### config.mk
export PLATFORM = sky130hd
export DESIGN_NAME = fsk_demod
export DESIGN_NICKNAME = d
export VERILOG_FILES = /design/src/logic/fsk_sample_pkg.sv /design/src/logic/fsk_symbol_pkg.sv /design/src/logic/tone_ref_lookup.sv /design/src/logic/tone_correlator.sv /design/src/logic/symbol_decider.sv /design/src/logic/fsk_demod.sv
export VERILOG_INCLUDE_DIRS = /design/src /design/src/logic
export SDC_FILE = /design/constraint.sdc
export NUM_CORES = 1
export LEC_CHECK = 0
export BUFFER_PORTS_ARGS = -buffer_cell sky130_fd_sc_hd__buf_4
export CORE_MARGIN = 8
export CORE_UTILIZATION = 40
export DETAILED_ROUTE_END_ITERATION = 10
export PLACE_DENSITY_LB_ADDON = 0.2
export SLEW_MARGIN = 10
export SYNTH_ARGS = -nofsm -noshare
export SYNTH_HDL_FRONTEND = slang
export SYNTH_SLANG_ARGS = --single-unit
### constraint.sdc
create_clock -name sys_clk -period 16.4 [get_ports sys_clk]
set_input_delay 2.46 -clock sys_clk [delete_from_list [all_inputs] [get_ports sys_clk]]
set_output_delay 2.46 -clock sys_clk [all_outputs]
set_load 0.02 [all_outputs]
### src/logic/fsk_defines.svh
`ifndef FSK_DEFINES_SVH
`define FSK_DEFINES_SVH

// ==============================
// datapath widths
// ==============================
`define FSK_PHASE_BITS      8
`define FSK_SAMPLE_BITS     8
`define FSK_ACC_BITS        24   // 256 products of 8 x 8 bits

// ==============================
// tones and reference table
// ==============================
`define FSK_TONE_COUNT      2
`define FSK_QUARTER_ENTRIES 64
`define FSK_MARK_HARMONIC   1    // cycles per window
`define FSK_SPACE_HARMONIC  2

`endif

### src/logic/fsk_sample_pkg.sv
`include "fsk_defines.svh"

package fsk_sample_pkg;

    // position of a sample within its window
    typedef logic [`FSK_PHASE_BITS-1:0] phase_t;

    typedef logic signed [`FSK_SAMPLE_BITS-1:0] sample_t;
    typedef logic signed [`FSK_SAMPLE_BITS-1:0] ref_t;

    // input beat
    typedef struct packed {
        phase_t  phase;
        sample_t sample;
    } sample_beat_t;

    // sample paired with its reference values, tone 0 is mark
    typedef struct packed {
        sample_t                     sample;
        ref_t [`FSK_TONE_COUNT-1:0]  refs;
        logic                        last;   // phase was 255
    } ref_beat_t;

endpackage

### src/logic/fsk_symbol_pkg.sv
`include "fsk_defines.svh"

package fsk_symbol_pkg;

    // window correlation
    typedef logic signed [`FSK_ACC_BITS-1:0] corr_t;

    // one correlation per tone, index 0 is mark
    typedef corr_t [`FSK_TONE_COUNT-1:0] corr_result_t;

    typedef enum logic {
        SPACE = 1'b0,
        MARK  = 1'b1
    } symbol_t;

endpackage

### src/logic/tone_ref_lookup.sv
`include "fsk_defines.svh"

module tone_ref_lookup
    import fsk_sample_pkg::*;
(
    input  logic         sys_clk,
    input  logic         rst_n,
    input  sample_beat_t sample_in,
    input  logic         sample_valid,
    output logic         sample_ready,
    output ref_beat_t    ref_beat,
    output logic         ref_valid,
    input  logic         ref_ready
);

    localparam int QTR_BITS = $clog2(`FSK_QUARTER_ENTRIES);
    localparam int MAG_BITS = `FSK_SAMPLE_BITS - 1;
    localparam logic [MAG_BITS-1:0] PEAK = '1;   // 127
    localparam int TONE_HARMONIC [`FSK_TONE_COUNT] = '{`FSK_MARK_HARMONIC,
                                                       `FSK_SPACE_HARMONIC};

    ref_beat_t next_beat;
    logic      accept;

    // ==============================
    // quarter-wave sine, 127 * sin
    // ==============================
    function automatic logic [MAG_BITS-1:0] quarter_sine(input logic [QTR_BITS-1:0] idx);
        logic [MAG_BITS-1:0] mag;
        case (idx)
            6'd0:  mag = 7'd0;
            6'd1:  mag = 7'd3;
            6'd2:  mag = 7'd6;
            6'd3:  mag = 7'd9;
            6'd4:  mag = 7'd12;
            6'd5:  mag = 7'd16;
            6'd6:  mag = 7'd19;
            6'd7:  mag = 7'd22;
            6'd8:  mag = 7'd25;
            6'd9:  mag = 7'd28;
            6'd10: mag = 7'd31;
            6'd11: mag = 7'd34;
            6'd12: mag = 7'd37;
            6'd13: mag = 7'd40;
            6'd14: mag = 7'd43;
            6'd15: mag = 7'd46;
            6'd16: mag = 7'd49;
            6'd17: mag = 7'd51;
            6'd18: mag = 7'd54;
            6'd19: mag = 7'd57;
            6'd20: mag = 7'd60;
            6'd21: mag = 7'd63;
            6'd22: mag = 7'd65;
            6'd23: mag = 7'd68;
            6'd24: mag = 7'd71;
            6'd25: mag = 7'd73;
            6'd26: mag = 7'd76;
            6'd27: mag = 7'd78;
            6'd28: mag = 7'd81;
            6'd29: mag = 7'd83;
            6'd30: mag = 7'd85;
            6'd31: mag = 7'd88;
            6'd32: mag = 7'd90;
            6'd33: mag = 7'd92;
            6'd34: mag = 7'd94;
            6'd35: mag = 7'd96;
            6'd36: mag = 7'd98;
            6'd37: mag = 7'd100;
            6'd38: mag = 7'd102;
            6'd39: mag = 7'd104;
            6'd40: mag = 7'd106;
            6'd41: mag = 7'd107;
            6'd42: mag = 7'd109;
            6'd43: mag = 7'd111;
            6'd44: mag = 7'd112;
            6'd45: mag = 7'd113;
            6'd46: mag = 7'd115;
            6'd47: mag = 7'd116;
            6'd48: mag = 7'd117;
            6'd49: mag = 7'd118;
            6'd50: mag = 7'd120;
            6'd51: mag = 7'd121;
            6'd52: mag = 7'd122;
            6'd53: mag = 7'd122;
            6'd54: mag = 7'd123;
            6'd55: mag = 7'd124;
            6'd56: mag = 7'd125;
            6'd57: mag = 7'd125;
            6'd58: mag = 7'd126;
            6'd59: mag = 7'd126;
            6'd60: mag = 7'd126;
            6'd61: mag = 7'd127;
            6'd62: mag = 7'd127;
            default: mag = 7'd127;   // idx 63
        endcase
        return mag;
    endfunction

    // full-wave value from the quadrant bits
    function automatic ref_t sine_lookup(input phase_t p);
        logic [QTR_BITS-1:0] idx;
        logic [QTR_BITS:0]   mirror;
        logic [MAG_BITS-1:0] mag;
        idx    = p[QTR_BITS-1:0];
        mirror = (QTR_BITS+1)'(`FSK_QUARTER_ENTRIES) - {1'b0, idx};
        if (!p[QTR_BITS]) begin
            mag = quarter_sine(idx);            // rising quarter
        end else if (mirror[QTR_BITS]) begin
            mag = PEAK;                          // exactly at the crest
        end else begin
            mag = quarter_sine(mirror[QTR_BITS-1:0]);
        end
        // second half of the cycle is negative
        return p[`FSK_PHASE_BITS-1] ? -ref_t'({1'b0, mag}) : ref_t'({1'b0, mag});
    endfunction

    // ==============================
    // beat register
    // ==============================
    always_comb begin
        next_beat.sample = sample_in.sample;
        next_beat.last   = (sample_in.phase == '1);
        for (int t = 0; t < `FSK_TONE_COUNT; t++) begin
            // harmonic h reads the table at h * phase, wrapping per cycle
            next_beat.refs[t] = sine_lookup(phase_t'(sample_in.phase * TONE_HARMONIC[t]));
        end
    end

    assign sample_ready = !ref_valid || ref_ready;
    assign accept       = sample_valid && sample_ready;

    always_ff @(posedge sys_clk or negedge rst_n) begin
        if (!rst_n) begin
            ref_valid <= 1'b0;
        end else if (sample_ready) begin
            ref_valid <= sample_valid;
        end
    end

    always_ff @(posedge sys_clk) begin
        if (accept) begin
            ref_beat <= next_beat;
        end
    end

endmodule

### src/logic/tone_correlator.sv
`include "fsk_defines.svh"

module tone_correlator
    import fsk_sample_pkg::*;
    import fsk_symbol_pkg::*;
#(
    parameter int HARMONIC_IDX = 0   // which refs field to use
) (
    input  logic      sys_clk,
    input  logic      rst_n,
    input  ref_beat_t ref_beat,
    input  logic      ref_valid,
    output logic      ready,
    output corr_t     corr,
    output logic      result_valid,
    input  logic      result_ready
);

    logic signed [2*`FSK_SAMPLE_BITS-1:0] product;
    corr_t                                acc;
    corr_t                                acc_next;
    logic                                 take_beat;
    logic                                 window_end;

    // a last beat has to wait for the result register to drain
    assign ready      = !(ref_beat.last && result_valid);
    assign take_beat  = ref_valid && ready;
    assign window_end = take_beat && ref_beat.last;

    assign product  = $signed(ref_beat.sample) * $signed(ref_beat.refs[HARMONIC_IDX]);
    assign acc_next = acc + product;   // sign extended to acc width

    always_ff @(posedge sys_clk or negedge rst_n) begin
        if (!rst_n) begin
            acc          <= '0;
            result_valid <= 1'b0;
        end else begin
            if (take_beat) begin
                acc <= ref_beat.last ? '0 : acc_next;   // restart per window
            end
            if (window_end) begin
                result_valid <= 1'b1;
            end else if (result_ready) begin
                result_valid <= 1'b0;
            end
        end
    end

    // window total, includes the last product
    always_ff @(posedge sys_clk) begin
        if (window_end) begin
            corr <= acc_next;
        end
    end

endmodule

### src/logic/symbol_decider.sv
module symbol_decider
    import fsk_symbol_pkg::*;
(
    input  logic         sys_clk,
    input  logic         rst_n,
    input  corr_result_t corr_in,
    input  logic         result_valid,
    output logic         result_ready,
    output symbol_t      symbol,
    output logic         symbol_valid,
    input  logic         symbol_ready
);

    symbol_t decision;
    logic    take;

    // tone 0 is mark, tone 1 is space; a tie goes to space
    assign decision = ($signed(corr_in[0]) > $signed(corr_in[1])) ? MARK : SPACE;

    assign result_ready = !symbol_valid || symbol_ready;
    assign take         = result_valid && result_ready;

    // ==============================
    // output symbol register
    // ==============================
    always_ff @(posedge sys_clk or negedge rst_n) begin
        if (!rst_n) begin
            symbol_valid <= 1'b0;
        end else if (result_ready) begin
            symbol_valid <= result_valid;
        end
    end

    always_ff @(posedge sys_clk) begin
        if (take) begin
            symbol <= decision;   // held until symbol_ready
        end
    end

endmodule

### src/logic/fsk_demod.sv
`include "fsk_defines.svh"

module fsk_demod
    import fsk_sample_pkg::*;
    import fsk_symbol_pkg::*;
(
    input  logic         sys_clk,
    input  logic         rst_n,
    input  sample_beat_t sample_in,
    input  logic         sample_valid,
    output logic         sample_ready,
    output symbol_t      symbol,
    output logic         symbol_valid,
    input  logic         symbol_ready
);

    ref_beat_t                  ref_beat;
    logic                       ref_valid;
    logic                       ref_ready;
    logic [`FSK_TONE_COUNT-1:0] tone_ready;
    logic [`FSK_TONE_COUNT-1:0] tone_valid;
    corr_result_t               corr_all;
    logic                       result_ready;

    tone_ref_lookup u_lookup (
        .sys_clk      (sys_clk),
        .rst_n        (rst_n),
        .sample_in    (sample_in),
        .sample_valid (sample_valid),
        .sample_ready (sample_ready),
        .ref_beat     (ref_beat),
        .ref_valid    (ref_valid),
        .ref_ready    (ref_ready)
    );

    assign ref_ready = &tone_ready;

    // one correlator per tone, all step together
    for (genvar i = 0; i < `FSK_TONE_COUNT; i++) begin : g_tone
        tone_correlator #(
            .HARMONIC_IDX (i)
        ) u_corr (
            .sys_clk      (sys_clk),
            .rst_n        (rst_n),
            .ref_beat     (ref_beat),
            .ref_valid    (ref_valid),
            .ready        (tone_ready[i]),
            .corr         (corr_all[i]),
            .result_valid (tone_valid[i]),
            .result_ready (result_ready)
        );
    end

    symbol_decider u_decider (
        .sys_clk      (sys_clk),
        .rst_n        (rst_n),
        .corr_in      (corr_all),
        .result_valid (tone_valid[0]),   // lock step, tone 0 speaks for all
        .result_ready (result_ready),
        .symbol       (symbol),
        .symbol_valid (symbol_valid),
        .symbol_ready (symbol_ready)
    );

endmodule

After elaboration in Yosys (flattened, before gate mapping)
Memory sizes are Yosys's and may differ from the RTL's.
Cells that the tools add are included.

operators by class
  $add $sub $neg = 6
  multiply operators = 2
  order comparisons = 1
  equality and inequality tests = 1
  muxes and demuxes = 12
  reduce and logical (&&, ||, !) cells = 17

operators with widths
  operator               count
  $add A24 B16 Y24       2
  $mux W24               2
  $mux W7                6
  $mul A8 B8 Y16         2
  $gt A24 B24 Y1         1
  $neg A7 Y8             2
  $sub A7 B6 Y7 const A  2
  $eq A8 B8 Y1 const B   1
  $logic_and A1 B1 Y1    8
  $logic_not A1 Y1       4
  $mux W1                4
  $reduce_bool A2 Y1     2
  $logic_or A1 B1 Y1     2
  $reduce_and A2 Y1      1

storage, ports and cells
  register bits after elaboration = 126
  ROM bits = 1792
  bits of input ports = 20
  output and inout port bits = 3
  logic and storage cells = 58
  memories kept = 4

memory list
  memory           depth  bits a word  rd ports  clocked after Yosys merged registers in  write ports  RTL line               text
  (no name shown)  64     7            1         0                                        0            tone_ref_lookup.sv:30  case (idx)
  (no name shown)  64     7            1         0                                        0            tone_ref_lookup.sv:30
  (no name shown)  64     7            1         0                                        0            tone_ref_lookup.sv:30
  (no name shown)  64     7            1         0                                        0            tone_ref_lookup.sv:30

Logic depth before layout (Yosys ltp)
Gate-level depths: netlist of the first run.
An unclocked memory read counts as a cell.

  depth in word-level cells = 6
  mapped depth = 21
  depth with buffers taken out = 20

Cells and area by module
Synthesis of the first run repeated with hierarchy kept, for this count alone.

second synthesis, totals
  cells, all modules = 1541
  area total of the unflattened synthesis = 15661.3 sq um

modules (own cells, without submodules)
  module                              instances  cells each  area each (sq um)  seq. area each (sq um)
  tone_correlator (g_tone[0].u_corr)  1          545         5999.5             1346.3
  tone_correlator (g_tone[1].u_corr)  1          520         5831.8             1346.3
  tone_ref_lookup                     1          382         3136.8             775.7
  symbol_decider                      1          93          686.9              55.1
  fsk_demod                           1          1           6.3                0.0

Least setup slack after synthesis of the first run
Ideal clock, no wire load.

  kind = input to register
  from = input port sample_in[8] (netlist name)
  to = register, netlist name u_lookup.ref_beat[13]
  setup time = 0.269 ns
  data arrival time = 5.449 ns
  required time = 16.131 ns
  slack = 10.682 ns
  stages on the path = 17
  buffers on the path = 4
  cell sequence = buf_2 > inv_1 > ha_1 > clkbuf_1 > inv_1 > ha_1 > buf_2 > clkbuf_1 > nand2_1 > o211ai_1 > nand3_1 > a32oi_1 > inv_1 > ha_1 > inv_1 > o31ai_1 > xor2_1

RTL lines
  what             RTL line        text
  start, declared  fsk_demod.sv:9  input sample_beat_t sample_in,

Worst setup path after layout of the first run
  from = register, netlist name u_lookup.ref_beat[24]
  to = register g_tone[1].u_corr.corr[22], data pin

between the ends
  word-level cells in the longest chain between the ends = 2

ends and longest elaborated chain
  what                               RTL line               text
  $mul A8 B8 Y16                     tone_correlator.sv:30  assign product = $signed(ref_beat.sample) * $signed(ref_beat.refs[HARMONIC_IDX]);
  $add A24 B16 Y24                   tone_correlator.sv:31  assign acc_next = acc + product;
  via g_tone[1].u_corr.acc_next[22]  tone_correlator.sv:21  corr_t acc_next;
  end signal, assigned               tone_correlator.sv:52  corr <= acc_next;
  end, declared                      tone_correlator.sv:14  output corr_t corr,

The timed path passes the listed nets, and every way through them passes these cells.
A chain may end at the register's enable or synchronous reset.

==> run_results.csv, run 1 <==
group,metric,value,unit
timing,fin_crit,6.51,ns
synth,netlist_area,15500,µm²
worst_setup_path,critical_path.max_stage_delay,0.87,ns
layout,drive_gt1_share,6.65,%
worst_setup_path,cp_cell_sequence,"and2_1, fa_1, inv_1, fa_1, fa_1, inv_1, fa_1, ha_1, ha_1, a21o_1, a21o_1, a21oi_1, nor3b_1, nand2_1, o21ai_0, nor3b_1, nor2_1",
floorplan,io_pins,23,
timing,maxSlewHeadroom,34.0,%
floorplan,fp.dieW,213,µm
clocking,clkTransAtPathRegs,0.06,ns
synth,synth_cell_types,89,
worst_setup_path,cp-startpoint,"u_lookup.ref_beat[24]",
synth,synth_ff_type,"edfxtp_1",
synth,yosys_warnings,0,
flow_run,max_cap_violations,0,
layout,finish.instance_area,16700,µm²
synth,ys_seq_elements,126,
route,detail_route.wl_per_cell,18.1,µm
floorplan,core,38400,µm²
worst_setup_path,worstSetupPathType,"reg -> reg",
grt,grt_first_pass_wirelength,61500,µm
floorplan,start_util,40.3,%
synth,syn_nets,1893,
clocking,cts_root_buf,"clkbuf_16",
place,portBuffers,22,
timing,min_period_over_period,39.7,%
layout,synthToLayoutAreaGrowth,8.12,%
route,vias_per_cell,5.29,
grt,grt-ovfl-total,0,
place,globalplace.congestion,0.947,
grt,grt_pass1_vias,11533,
hold_path,hold_start,"g_tone[1].u_corr.acc[6]",
layout,antennaDiodeCount,0,
route,postRouteAntennaNets,0,
timing,setup_viol,0,
worst_setup_path,worstPathArrival,6.66,ns
clocking,cts_buffers,17,
timing,setup_tns,0,ns
grt,antenna_found_initial,0,
synth,synth_edf_count,74,
timing,fin_skew,0.0149,ns
synth,postSynth.asyncResetShare,41.3,%
clocking,ctsResizeCount,0,
route,drt_wl_total,36800,µm
floorplan,die_h,213,µm
worst_setup_path,path_delay_family,"adder cells",
worst_setup_path,cp-end-kind,"flop",
worst_setup_path,critPathMaxFanout,16,
timing,rsz0062_at_grt,"no",
place,dp_hpwl,28900,µm
route,drc,0,
layout,final_common_cell,"inv_1",
floorplan,rows,72,
route,via_count,10780,
worst_setup_path,required,16.56,ns
clocking,cts_tree,"built",
floorplan,dieArea,45200,µm²
synth,avgSynthCellArea,10.2,µm²
worst_setup_path,cpMaxStageDelayCell,"and2_1",
layout,final_nets,1888,
worst_setup_path,crit_top_cell,"fa_1",
clocking,hold_buffers,0,
timing,hold_violations,0,
grt,grt.total_usage,17.0,%
synth,synth-seq-area-share,22.8,%
place,postPlaceCellArea,16100,µm²
synth,syn_inst,1510,
timing,fmax,154,MHz
timing,slew_violations,0,
route,first_pass_iters,5,
hold_path,hp-class,"reg -> reg",
layout,final_cell_mix,"inv_1 (228), fa_1 (208), ha_1 (155)",
worst_setup_path,worst-path-buf-inv,2,
clocking,cts_buffer_depth,2,
worst_setup_path,timing.rr.start,"u_lookup.ref_beat[24]",
grt,grt_max_degree,53,
clocking,htree_levels,4,
route,drt_iter0_markers,686,
worst_setup_path,worstSetupStartpointType,"flop",
timing,worst_pin_slew,0.987,ns
status,status,"completed",
clocking,clkSinkCount,126,
clocking,post_cts_buffers,0,
clocking,clk_latency,0.42,ns
worst paths after layout:
check / depth (start not counted) / slack, ns / endpoint
min in group asynchronous: 1 / 2.10 / g_tone[0].u_corr.acc[23]
max in group asynchronous: 1 / 13.77 / g_tone[0].u_corr.acc[3]
worst max register to register: 17 / 9.89 / g_tone[1].u_corr.corr[22]
worst min-delay path: 2 / 0.48 / g_tone[1].u_corr.acc[6]
worst min register to register: 2 / 0.48 / g_tone[1].u_corr.acc[6]
worst max-delay path: 17 / 9.89 / g_tone[1].u_corr.corr[22]
flip-flops by register name (all words and copies together) (netlist names):
name and cells:
u_decider.symbol 1, u_lookup.ref_beat 25, u_lookup.ref_valid 1, g_tone.u_corr.acc 48, g_tone.u_corr.corr 48, u_decider.symbol_valid 1, g_tone.u_corr.result_valid 2
Yosys cell counts, drive strengths merged, types with 11 or more instances:
cell type	number	area share, %
a211oi	12	0.58
a21o	16	0.78
a21oi	57	1.8
a22o	29	1.6
and2	73	3.0
buf	19	0.66
clkbuf	36	0.87
dfrtp	52	8.4
edfxtp	74	14
fa	208	27
ha	155	13
inv	230	5.6
nand2	104	2.5
nand2b	13	0.53
nand3	18	0.58
nor2	71	1.7
nor2b	14	0.61
nor3	18	0.58
o21a	11	0.53
o21ai	62	2.0
o31ai	15	0.85
xnor2	54	3.2
cell type report:
cell class	count	area, µm²
clock buffers	20	467
repair buffers	31	233
fillers	3771	21700
flip-flops and latches	126	3520
multi-input cells	1095	10800
clock inverters	12	133
inverters	234	878
well taps	518	648
metal layers:
layer,routed length [µm],global-route usage [%],vias to the layer above
met2,18300,28.9,212
met1,16500,22.6,5411
li1,-,-,5102
met5,0,0,-
met3,966,1.90,55
met4,1000,5.54,0
tightest hold or removal path: cells and delay by family, from the launching register on:
family	cells	cell delay, ns
DFF	1	0.35
and+or+nand+nor	2	0.10
cell families after synthesis:
group / share of synthesized area (%)
AO/OA/AOI/OAI: 13.9
buffers and inverters: 7.21
multiplexers: 1.17
AND/OR/NAND/NOR: 11.7
adder cells (fa/ha/maj): 39.5
flip-flops: 22.8
XOR/XNOR: 3.77
per-stage QoR:
| stage | setup slack [ns] | cells | utilization [%] | hold WS, ns |
|---|---|---|---|---|
| 3_5_place_dp | 9.96 | 2004 | 42.0 | 0.470 |
| 6_report | 9.89 | 2036 | 43.6 | 0.482 |
| 4_1_cts | 9.92 | 2036 | 43.6 | 0.488 |
| 2_1_floorplan | 10.68 | 1510 | - | 0.439 |
| 5_1_grt | 9.53 | 2036 | 43.6 | 0.517 |
| 3_3_place_gp | 9.98 | 2004 | 42.0 | 0.462 |
Power of run 1 is not shown: default switching activity piles up to over one toggle a cycle in this logic, so the estimate is an artifact.
==> run 2: changes to the inputs <==
==> constraint.sdc (replaced) <==
create_clock -name sys_clk -period 6.8 [get_ports sys_clk]
set_input_delay 1.02 -clock sys_clk [delete_from_list [all_inputs] [get_ports sys_clk]]
set_output_delay 1.02 -clock sys_clk [all_outputs]
set_load 0.02 [all_outputs]
==> run_results.csv, run 2 (synthesis results as in run 1) <==
group,metric,value,unit
floorplan,io_pins,23,
worst_setup_path,worstSetupPathType,"reg -> reg",
grt,grt.total_usage,16.9,%
clocking,cts_buffer_depth,2,
floorplan,rows,72,
floorplan,fp.dieW,213,µm
route,postRouteAntennaNets,0,
worst_setup_path,cp-end-kind,"flop",
route,detail_route.wl_per_cell,18.0,µm
timing,maxSlewHeadroom,26.2,%
timing,setup_viol,0,
worst_setup_path,required,6.96,ns
worst_setup_path,cp_cell_sequence,"nand2_1, fa_1, inv_1, fa_1, fa_1, fa_1, ha_1, ha_1, a21o_1, a21o_1, a21oi_1, nor3b_1, nand2_1, o21ai_0, nor3b_1, nor2_1",
route,first_pass_iters,4,
layout,final_cell_mix,"inv_1 (228), fa_1 (208), ha_1 (155)",
clocking,clkSinkCount,126,
timing,min_period_over_period,91.2,%
clocking,cts_buffers,17,
timing,hold_violations,0,
clocking,clk_latency,0.42,ns
hold_path,hold_start,"g_tone[1].u_corr.acc[6]",
worst_setup_path,cp-startpoint,"u_lookup.ref_beat[24]",
grt,grt_max_degree,53,
hold_path,hold-path-endpoint,"g_tone[1].u_corr.acc[6]",
grt,grt_first_pass_wirelength,61200,µm
place,dp_worst_setup_slack,0.626,ns
floorplan,die_h,213,µm
layout,antennaDiodeCount,0,
timing,worst_pin_slew,1.10,ns
worst_setup_path,cpMaxStageDelayCell,"edfxtp_1",
floorplan,core,38400,µm²
route,drc,0,
layout,final_common_cell,"inv_1",
clocking,hold_buffers,0,
timing,layout_setup_ws,0.601,ns
clocking,clkTransAtPathRegs,0.06,ns
route,drt_iter0_markers,562,
layout,synthToLayoutAreaGrowth,8.66,%
worst_setup_path,rr_worst_depth,16,
layout,n_fill_cell,3719,
clocking,ctsResizeCount,0,
timing,rsz0062_at_grt,"no",
grt,grt_pass1_vias,11522,
place,postPlaceCellArea,16200,µm²
worst_setup_path,timing.rr.start,"u_lookup.ref_beat[24]",
worst_setup_path,crit_top_cell,"fa_1",
clocking,post_cts_buffers,0,
layout,finish.instance_area,16800,µm²
timing,fmax,161,MHz
timing,slew_violations,0,
flow_run,max_cap_violations,0,
hold_path,hp-class,"reg -> reg",
grt,antenna_found_initial,0,
clocking,htree_levels,4,
worst_setup_path,critPathMaxFanout,16,
route,vias_per_cell,5.26,
place,dp_hpwl,29000,µm
worst_setup_path,path_delay_family,"adder cells",
worst_setup_path,ff2ff_setup_slack,0.60,ns
floorplan,dieArea,45200,µm²
layout,finalNonFillerCells,2041,
timing,fin_crit,6.20,ns
place,globalplace.congestion,0.915,
hold_path,min_path_cells,2,
route,drt_wl_total,36700,µm
worst_setup_path,worstPathArrival,6.36,ns
clocking,cts_tree,"built",
timing,setup_tns,0,ns
layout,drive_gt1_share,6.89,%
grt,grt-ovfl-total,0,
place,placedCellCount,2009,
clocking,cts_root_buf,"clkbuf_16",
worst_setup_path,worst-path-buf-inv,1,
route,via_count,10735,
timing,fin_skew,0.0112,ns
place,portBuffers,22,
worst_setup_path,timing.rr.end,"g_tone[1].u_corr.corr[22]",
worst_setup_path,worstSetupStartpointType,"flop",
layout,reg.largest.list,"g_tone.u_corr.acc: 48 flops, g_tone.u_corr.corr: 48 flops, u_lookup.ref_beat: 25 flops",
worst_setup_path,critical_path.max_stage_delay,0.76,ns
floorplan,start_util,40.3,%
layout,final_nets,1893,
status,status,"completed",
[run 2: cell types whose count changed in the layout (fill, tap and decap cells not counted), moves of 2 or more]
cell and delta:
clkinv_4 +2, clkbuf_8 -2, bufinv_16 +2, buf_4 +5, clkinvlp_4 -2
[run 2: cell type report]
type | count | area [µm²] | share of cell area, %
Clock buffer | 20 | 468 | 2.79
Clock inverter | 12 | 181 | 1.08
Inverter | 234 | 878 | 5.23
Multi-Input combinational cell | 1095 | 10800 | 64.5
Sequential cell | 126 | 3520 | 21.0
Tap cell | 518 | 648 | 3.86
Timing Repair Buffer | 36 | 270 | 1.61
[run 2: worst reg2reg max path: stages (launching register included)]
cell,delay (ns)
edfxtp_1,0.76
nand2_1,0.29
fa_1,0.67
inv_1,0.34
fa_1,0.50
fa_1,0.58
fa_1,0.42
ha_1,0.29
ha_1,0.36
a21o_1,0.24
a21o_1,0.20
a21oi_1,0.25
nor3b_1,0.41
nand2_1,0.08
o21ai_0,0.20
nor3b_1,0.29
nor2_1,0.07
[run 2: worst max path at each step]
stage                     cells after the start  slack (ns)                        end
after floorplan                              16        1.19  g_tone[1].u_corr.corr[18]
after global placement                       16        0.70  g_tone[1].u_corr.corr[22]
after detailed placement                     16        0.63  g_tone[1].u_corr.corr[22]
after CTS                                    16        0.59  g_tone[1].u_corr.corr[22]
after global routing                         16        0.25  g_tone[1].u_corr.corr[22]
final                                        16        0.60  g_tone[1].u_corr.corr[22]
[run 2: metal layers]
metal / vias up / track usage (%) / routed length, µm
li1: 5104 / - / -
met1: 5405 / 21.5 / 16200
met2: 180 / 30.0 / 18600
met3: 46 / 1.84 / 1050
met4: 0 / 4.83 / 886
met5: - / 0 / 0
[run 2: per-stage QoR]
stage               hold WS (ns)  util [%]
finish                     0.470      43.8
global placement           0.457      42.1
floorplan                  0.439         -
global route               0.510      43.8
detailed placement         0.460      42.1
CTS                        0.473      43.8
Power of run 2 is left out for the same reason.
